==> config.mk <==
export PLATFORM = sky130hd
export DESIGN_NAME = gpr_file
export DESIGN_NICKNAME = d
export VERILOG_FILES = /design/src/gpr_pkg.sv /design/src/gpr_lane_if.sv /design/src/reg_write_decoder.sv /design/src/gpr_bank.sv /design/src/gpr_read_port.sv /design/src/gpr_file.sv
export SDC_FILE = /design/constraint.sdc
export NUM_CORES = 1
export LEC_CHECK = 0
export BUFFER_PORTS_ARGS = -buffer_cell sky130_fd_sc_hd__buf_2
export CAP_MARGIN = 20
export CORE_ASPECT_RATIO = 0.7
export CORE_MARGIN = 2
export CORE_UTILIZATION = 55
export CTS_CLUSTER_DIAMETER = 200
export DETAILED_ROUTE_END_ITERATION = 12
export PLACE_DENSITY = 0.77
export SYNTH_ARGS = -nofsm -noshare
export SYNTH_HDL_FRONTEND = slang
export SYNTH_SLANG_ARGS = --single-unit
export TNS_END_PERCENT = 10
==> constraint.sdc <==
create_clock -name clk -period 2 [get_ports clk]
set_input_delay 0.4 -clock clk [delete_from_list [all_inputs] [get_ports clk]]
set_output_delay 0.4 -clock clk [all_outputs]
set_load 0.02 [all_outputs]
==> src/gpr_pkg.sv <==
package gpr_pkg;

    // architectural sizes of the integer register file
    // eight registers, fixed by the x86 register model
    localparam int num_regs = 8;

    // full register width in bits
    localparam int data_width = 32;

    // width of a register id, enough for eax through edi
    localparam int reg_id_width = 3;

    // operand size code, as carried on the write and read ports
    // encoding matches the size field the decoder was built around
    typedef enum logic [1:0] {
        // byte access, al..bl for id 0-3, ah..bh for id 4-7
        size_8    = 2'd0,
        // word access, bits 15:0
        size_16   = 2'd1,
        // doubleword access, whole register
        size_32   = 2'd2,
        // reserved, writes are dropped and reads return zero
        size_rsvd = 2'd3
    } op_size_e;

    // whole bank contents
    // index 0 is eax, 1 ecx, 2 edx, 3 ebx, 4 esp, 5 ebp, 6 esi, 7 edi
    typedef logic [num_regs-1:0][data_width-1:0] reg_array_t;

endpackage

==> src/gpr_lane_if.sv <==
`timescale 1ns/100ps

interface gpr_lane_if;

    // per-register byte enables, bit n belongs to register n
    // hh is bits 31:24, hl 23:16, lh 15:8, ll 7:0
    logic [gpr_pkg::num_regs-1:0]   wr_hh;
    logic [gpr_pkg::num_regs-1:0]   wr_hl;
    logic [gpr_pkg::num_regs-1:0]   wr_lh;
    logic [gpr_pkg::num_regs-1:0]   wr_ll;

    // write data already moved onto its byte lanes
    logic [gpr_pkg::data_width-1:0] lane_data;

    // decoder side produces enables and aligned data
    modport decoder (output wr_hh, wr_hl, wr_lh, wr_ll, lane_data);

    // register bank only consumes them
    modport bank (input wr_hh, wr_hl, wr_lh, wr_ll, lane_data);

endinterface

==> src/reg_write_decoder.sv <==
`timescale 1ns/100ps

module reg_write_decoder (
    // write strobe, one write per cycle when high
    input  logic                              write_en,
    // architectural id as seen by the instruction
    input  logic [gpr_pkg::reg_id_width-1:0]  write_id,
    input  gpr_pkg::op_size_e                 write_size,
    // operand, right aligned whatever the size
    input  logic [gpr_pkg::data_width-1:0]    write_data,
    gpr_lane_if.decoder                       lanes
);

    // set for ah, ch, dh, bh
    logic                             high_byte;
    // physical register that receives the write
    logic [gpr_pkg::reg_id_width-1:0] target_id;
    // lanes touched inside the target, order hh hl lh ll
    logic [3:0]                       lane_mask;
    // one-hot register select, already gated by write_en
    logic [gpr_pkg::num_regs-1:0]     reg_sel;

    always_comb begin
        // byte writes with id 4-7 land in bits 15:8 of id minus 4
        high_byte = (write_size == gpr_pkg::size_8) && write_id[gpr_pkg::reg_id_width-1];
        if (high_byte) begin
            target_id = {1'b0, write_id[gpr_pkg::reg_id_width-2:0]};
        end else begin
            target_id = write_id;
        end
    end

    always_comb begin
        // lane pattern per operand size
        case (write_size)
            gpr_pkg::size_32: lane_mask = 4'b1111;
            gpr_pkg::size_16: lane_mask = 4'b0011;
            gpr_pkg::size_8: begin
                if (high_byte) begin
                    lane_mask = 4'b0010;
                end else begin
                    lane_mask = 4'b0001;
                end
            end
            // reserved size writes nothing
            default: lane_mask = 4'b0000;
        endcase
    end

    always_comb begin
        reg_sel            = '0;
        reg_sel[target_id] = write_en;
    end

    // enables are the register select masked per lane
    assign lanes.wr_hh = reg_sel & {gpr_pkg::num_regs{lane_mask[3]}};
    assign lanes.wr_hl = reg_sel & {gpr_pkg::num_regs{lane_mask[2]}};
    assign lanes.wr_lh = reg_sel & {gpr_pkg::num_regs{lane_mask[1]}};
    assign lanes.wr_ll = reg_sel & {gpr_pkg::num_regs{lane_mask[0]}};

    // upper lanes pass straight through
    // lane 1 takes the low byte for ah..bh so it lands in bits 15:8
    assign lanes.lane_data[gpr_pkg::data_width-1:16] = write_data[gpr_pkg::data_width-1:16];
    assign lanes.lane_data[15:8] = high_byte ? write_data[7:0] : write_data[15:8];
    assign lanes.lane_data[7:0]  = write_data[7:0];

endmodule

==> src/gpr_bank.sv <==
`timescale 1ns/100ps

module gpr_bank (
    input  logic                clk,
    input  logic                reset,
    // byte enables and aligned data from the write decoder
    gpr_lane_if.bank            lanes,
    // full contents, always visible to the read ports
    output gpr_pkg::reg_array_t regs
);

    // byte lanes in one register
    localparam int lanes_per_reg = gpr_pkg::data_width / 8;

    // enables regrouped per register, bit b covers bits 8b+7:8b
    logic [gpr_pkg::num_regs-1:0][lanes_per_reg-1:0] byte_en;

    always_comb begin
        for (int r = 0; r < gpr_pkg::num_regs; r++) begin
            byte_en[r] = {lanes.wr_hh[r], lanes.wr_hl[r], lanes.wr_lh[r], lanes.wr_ll[r]};
        end
    end

    // one write edge, new value seen by the reads right after it
    // a read in the same cycle still sees the old contents
    always_ff @(posedge clk) begin
        if (reset) begin
            // reset overrides any enable in flight
            regs <= '0;
        end else begin
            for (int r = 0; r < gpr_pkg::num_regs; r++) begin
                for (int b = 0; b < lanes_per_reg; b++) begin
                    // untouched bytes keep their value
                    if (byte_en[r][b]) begin
                        regs[r][b*8 +: 8] <= lanes.lane_data[b*8 +: 8];
                    end
                end
            end
        end
    end

endmodule

==> src/gpr_read_port.sv <==
`timescale 1ns/100ps

module gpr_read_port (
    // bank contents, shared by all read ports
    input  gpr_pkg::reg_array_t               regs,
    input  logic [gpr_pkg::reg_id_width-1:0]  read_id,
    input  gpr_pkg::op_size_e                 read_size,
    // operand zero extended to full width
    output logic [gpr_pkg::data_width-1:0]    read_data
);

    // set for ah, ch, dh, bh
    logic                             high_byte;
    // physical register actually read
    logic [gpr_pkg::reg_id_width-1:0] sel_id;
    // whole selected register before sizing
    logic [gpr_pkg::data_width-1:0]   word;

    always_comb begin
        // same aliasing rule as the write side
        high_byte = (read_size == gpr_pkg::size_8) && read_id[gpr_pkg::reg_id_width-1];
        if (high_byte) begin
            sel_id = {1'b0, read_id[gpr_pkg::reg_id_width-2:0]};
        end else begin
            sel_id = read_id;
        end
        word = regs[sel_id];
    end

    always_comb begin
        case (read_size)
            gpr_pkg::size_32: read_data = word;
            // ax..di
            gpr_pkg::size_16: read_data = {{(gpr_pkg::data_width-16){1'b0}}, word[15:0]};
            gpr_pkg::size_8: begin
                if (high_byte) begin
                    // ah..bh come down to bits 7:0
                    read_data = {{(gpr_pkg::data_width-8){1'b0}}, word[15:8]};
                end else begin
                    read_data = {{(gpr_pkg::data_width-8){1'b0}}, word[7:0]};
                end
            end
            // reserved size reads as zero
            default: read_data = '0;
        endcase
    end

endmodule

==> src/gpr_file.sv <==
`timescale 1ns/100ps

module gpr_file (
    input  logic                              clk,
    // synchronous, clears all eight registers
    input  logic                              reset,

    // write port, taken on every edge the strobe is high
    input  logic                              write_en,
    input  logic [gpr_pkg::reg_id_width-1:0]  write_id,
    input  gpr_pkg::op_size_e                 write_size,
    input  logic [gpr_pkg::data_width-1:0]    write_data,

    // read port a, combinational
    input  logic [gpr_pkg::reg_id_width-1:0]  rd_a_id,
    input  gpr_pkg::op_size_e                 rd_a_size,
    output logic [gpr_pkg::data_width-1:0]    rd_a_data,

    // read port b, combinational
    input  logic [gpr_pkg::reg_id_width-1:0]  rd_b_id,
    input  gpr_pkg::op_size_e                 rd_b_size,
    output logic [gpr_pkg::data_width-1:0]    rd_b_data
);

    // byte lane enables and aligned data, decoder to bank
    gpr_lane_if lanes ();

    // current bank contents fanned out to both readers
    gpr_pkg::reg_array_t regs;

    // size and id to byte lanes
    reg_write_decoder u_decoder (
        .write_en   (write_en),
        .write_id   (write_id),
        .write_size (write_size),
        .write_data (write_data),
        .lanes      (lanes)
    );

    // storage
    gpr_bank u_bank (
        .clk   (clk),
        .reset (reset),
        .lanes (lanes),
        .regs  (regs)
    );

    // source operand a
    gpr_read_port port_a (
        .regs      (regs),
        .read_id   (rd_a_id),
        .read_size (rd_a_size),
        .read_data (rd_a_data)
    );

    // source operand b
    gpr_read_port port_b (
        .regs      (regs),
        .read_id   (rd_b_id),
        .read_size (rd_b_size),
        .read_data (rd_b_data)
    );

endmodule

---- Word level (Yosys, flattened, before mapping) ----
Index checks and enable logic that the tools add are counted.
storage, ports and cells
  flip-flop bits (word level) ............. 256
  output and inout port bits .............. 64
  word-level logic and storage cells ...... 70
  input bits .............................. 50
cells by class
  muxes and demuxes ....................... 16
  $lt $le $gt $ge ......................... 4
  bitwise gates (word level) .............. 5
  eq/ne operators ......................... 6
  reduce and logical (&&, ||, !) cells .... 7
operators by type and width
  kind                  count
  $bmux W32 S3          2
  $pmux W32 S3          2
  $mux W32              2
  $and A8 B8 Y8         5
  $mux W8               3
  $lt A3 B4 Y1 const B  3
  $pmux W4 S3           1
  $mux W3               3
  $eq A2 B1 Y1 const B  3
  $eq A2 B2 Y1 const B  3
  $logic_not A2 Y1      3
  $logic_and A1 B1 Y1   4
  $demux W1 S3          1
  $ge A3 B1 Y1 const B  1
  $mux W2               1
  $mux W1               1

---- Longest topological paths before layout ----
  depth in word-level cells ............... 9
  gate-level depth with buffers ........... 7
  mapped depth without buffers ............ 4

---- By module ----
Synthesis repeated with hierarchy kept, for this count alone.
unflattened totals
  cells, all modules ...................... 1,325
  area total of the unflattened synthesis .. 14,004.7 um^2
modules (own cells, without submodules)
  module             area each (um^2)  seq. area each (um^2)  instances  cells an instance
  gpr_bank           9,167.5           5,124.9                1          860
  gpr_read_port      2,105.8           0.0                    2          191
  reg_write_decoder  625.6             0.0                    1          83

---- Worst setup path after synthesis ----
OpenSTA, ideal clock, no wires.
  path kind ............................... input -> output
  start point ............................. in rd_a_id[0] in the netlist's numbering
  end point ............................... out rd_a_data[0] in the netlist's numbering
  cell stages on the path ................. 5
  buffers on the path ..................... 2
  path slack .............................. -170 ps
  data arrival time ....................... 1,770 ps
  required time ........................... 1,600 ps
  path through ............................ buf_2 -> buf_2 -> mux4_2 -> o22ai_1 -> a21oi_1
between the ends
  longest elaborated chain between the ends .. 5
ends and longest elaborated chain
  element                           line                 source
  start, declared                   gpr_file.sv:15       input logic [gpr_pkg::reg_id_width-1:0] rd_a_id,
  $mux W3 *                         gpr_read_port.sv:22  if (high_byte) begin
  $bmux W32 S3 *                    gpr_read_port.sv:27  word = regs[sel_id];
  $mux W32 (not written as such) *  gpr_read_port.sv:27
  $mux W8                           gpr_read_port.sv:36  if (high_byte) begin
  $pmux W32 S3 *                    gpr_read_port.sv:31  case (read_size)
  end, declared                     gpr_file.sv:17       output logic [gpr_pkg::data_width-1:0] rd_a_data,
Mark *: on every way between the ends. The rest lies on a longest branch, timed or not. The select of a mux whose other input is x is not followed.

---- Final worst setup path ----
  start point ............................. reg u_bank.regs[77] in the netlist's numbering
  end point ............................... out rd_b_data[5] in the netlist's numbering
between the ends
  longest elaborated chain between the ends .. 4
ends and longest elaborated chain
  element                          line                 source
  start, declared                  gpr_bank.sv:9        output gpr_pkg::reg_array_t regs
  start signal, assigned by index  gpr_bank.sv:35       regs[r][b*8 +: 8] <= lanes.lane_data[b*8 +: 8];
  $bmux W32 S3                     gpr_read_port.sv:27
  $mux W32 (not written as such)   gpr_read_port.sv:27
  $mux W8                          gpr_read_port.sv:36
  $pmux W32 S3                     gpr_read_port.sv:31
  end, declared                    gpr_file.sv:22       output logic [gpr_pkg::data_width-1:0] rd_b_data
No other way between the ends. The select of a mux whose other input is x is not followed.

==> results.yml <==
status:
  status: "finished with violations"
  violations: "setup timing"
setup_path:
  cp-start-kind: "flip-flop"
  crit_fanout: 3
  cp-startpoint: "u_bank.regs[77]$_SDFFE_PP0P_"
  crit_required_ns: 1.60
  end_kind: "output pin"
  crit_type: "flip-flop to output pin"
  critPathArrivalTime_ns: 1.87
  reg2reg_from: "u_bank.regs[169]$_SDFFE_PP0P_"
floorplanning:
  start_util_pct: 56.3
  io_pins: 114
  fp.dieH_um: 134
  core.rowCount: 47
  die_w_um: 190
  dieArea_mm2: 0.0256
  coreArea_mm2: 0.0238
global_route:
  grt_max_degree: 60
  grt_util_met3_pct: 8.19
  top_usage_layer: "met1"
  antenna_found_initial: 3
  grt_pass1_wl_um: 65900
  grt_use_total_pct: 33.5
  grt_pass1_vias: 11295
  met2_usage_pct: 47.7
  grt_util_met1_pct: 50.3
  grt_remaining_overflow: 0
final_layout:
  num-nets-final: 1553
  area_growth_pct: 22.9
  largestRegisters: "u_bank.regs x256"
  final_cells: 1839
  largest-register: "u_bank.regs"
  final_core_util_pct: 69.2
  layout-drive-gt1-share_pct: 37.8
  largest_reg_flops: 256
  fill_cells: 1727
place:
  placed_cells: 1794
  preCtsSetupSlack_ns: -0.190
  gp_congestion: 0.960
  post-dp-hpwl_um: 29600
  io_buffers: 113
power_and_ir_drop:
  power_mw: 11.7
  p_int_mw: 8.66
  p_leak_nw: 6.02
  power_density_mw_per_mm2: 712
  pwr-share-seq_pct: 44.8
  switching_share_pct: 26.0
  power_switching_mw: 3.05
  p_comb_share_pct: 12.5
  ir_worst_vdd_v: 0.000675
  clock_power_share_pct: 42.6
drt:
  drt_iter0_drc: 1647
  num_vias: 12222
  via_per_inst: 6.65
  drtAntennaViolNets: 0
  drt-total-wl_um: 43800
  wl_per_cell_um: 23.8
  drc: 0
  drt_pre_antenna_iters: 6
sta:
  worst_slack_ns: -0.271
  whs_ns: 0.163
  relSlewSlack_pct: 41.3
  hold_viol_final: 0
  finalCritPeriodShare_pct: 114
  finalSetupViolations: 64
  tightest_slew_ns: 0.880
  final-max-slew-violation-count: 0
  rsz0062_at_grt: "yes"
  skew_ns: 0
  clock.fmax_mhz: 440
  min_period_ns: 2.27
clock_tree:
  cts_tree: "yes"
  cts.sinks: 256
  clockBufferDepth: 3
  htree_levels: 1
  root_buffer: "clkbuf_16"
  path_clk_slew_ns: 0.07
  clkLatencyLatePin_ns: 0.53
  numCtsBuffers: 25
synthesis:
  async_flop_share_pct: 0
  synth_most_common_cell: "nand2_1"
  ys_ff_latch: 256
  synth_edf_count: 0
  synth_ff_type: "dfxtp_1"
  synth_top_area_cell: "dfxtp_1"
  ys_seq_area_share_pct: 38.3
  netlist_area_mm2: 0.0134
  synthDominantCellAreaShare_pct: 38.3
  synth.avg_cell_area_um2: 9.50
  syn_inst: 1408
  synthTopCellsByArea: "dfxtp_1 38%, mux4_2 22%, nand2_1 7.3%"
  ys_warn_count: 0
  synth.distinct_cells: 38
  yosys-top-cells-count: "259 x nand2_1, 256 x dfxtp_1, 176 x a21oi_1"
  synth_fp_nets: 1458
flow_run:
  maxCapViolCount: 0
hold_path:
  hp-start: "write_data[30]"
  min_path_type: "input port to flip-flop"
power by group through the flow:
stage	logic [mW]	clock network (mW)	registers, mW
floorplan	0.865	0	5.33
global placement	1.35	0	5.35
detailed placement	1.36	0	5.36
CTS	1.40	5.00	5.24
global route	1.54	5.18	5.25
finish	1.47	4.99	5.25
routing by layer:
metal	up-vias	wire length [µm]
li1	5300	-
met1	5985	18300
met2	825	18800
met3	110	5480
met4	2	1180
met5	-	11
per-stage QoR:
stage | instance area, µm² | TNS (ns)
global route | 16400 | -9.76
CTS | 16200 | -8.17
finish | 16400 | -8.24
global placement | 15100 | -6.44
floorplan | 13600 | -1.13
detailed placement | 15100 | -6.81
cell type report:
class	instances	area, µm²	area share [%]
diodes	2	5.00	0.0305
clock inverters	12	146	0.891
flip-flops and latches	256	5200	31.6
well taps	318	398	2.42
inverters	2	7.51	0.0457
multi-input cells	1003	8020	48.8
clock buffers	31	708	4.31
repair buffers	215	1950	11.9
worst paths after layout:
| kind | to | slack (ns) | cells after the start |
|---|---|---|---|
| setup reg to reg | u_bank.regs[169]$_SDFFE_PP0P_ | 1.10 | 2 |
| hold reg to reg | u_bank.regs[58]$_SDFFE_PP0P_ | 0.47 | 2 |
| setup / recovery | rd_b_data[5] | -0.27 | 4 |
| hold / removal | u_bank.regs[126]$_SDFFE_PP0P_ | 0.16 | 3 |
critical path, cell delays in order (launching register included):
cell	delay (ns)
dfxtp_2	0.33
mux4_2	0.54
o22ai_2	0.20
a21oi_2	0.08
buf_2	0.16
cells in the final DEF, fill, tap and decap left out, types with 21 or more instances in the layout:
| master | n |
|---|---|
| a211oi_1 | 64 |
| a21oi_1 | 122 |
| a21oi_2 | 55 |
| buf_12 | 32 |
| buf_2 | 71 |
| buf_4 | 88 |
| buf_6 | 21 |
| clkbuf_16 | 25 |
| dfxtp_1 | 199 |
| dfxtp_2 | 57 |
| mux2i_1 | 88 |
| mux4_2 | 128 |
| nand2_1 | 216 |
| nand2_2 | 43 |
| nand3_1 | 25 |
| nor2_1 | 146 |
| o21ai_0 | 48 |
cell families (layout without fill, tap and decap cells):
logic type | count (synthesis) | in the layout | synth area share, %
AND/OR/NAND/NOR | 458 | 458 | 13.9
flip-flops | 256 | 256 | 38.3
buffers and inverters | 149 | 260 | 5.07
multiplexers | 216 | 216 | 28.1
AO/OA/AOI/OAI | 326 | 326 | 14.2
XOR/XNOR | 3 | 3 | 0.337
other | 0 | 2 | 0
what timing repair did:
item / 4_1_cts / 5_1_grt
endpoints found under the setup margin: 64 / 64
gates resized for setup: 107 / 82
hold endpoints to repair: 0 / 0
buffers inserted: 0 / 0
pin swaps: 24 / 27
hold buffers: 0 / 0
Power figures use the tool's default switching activity.
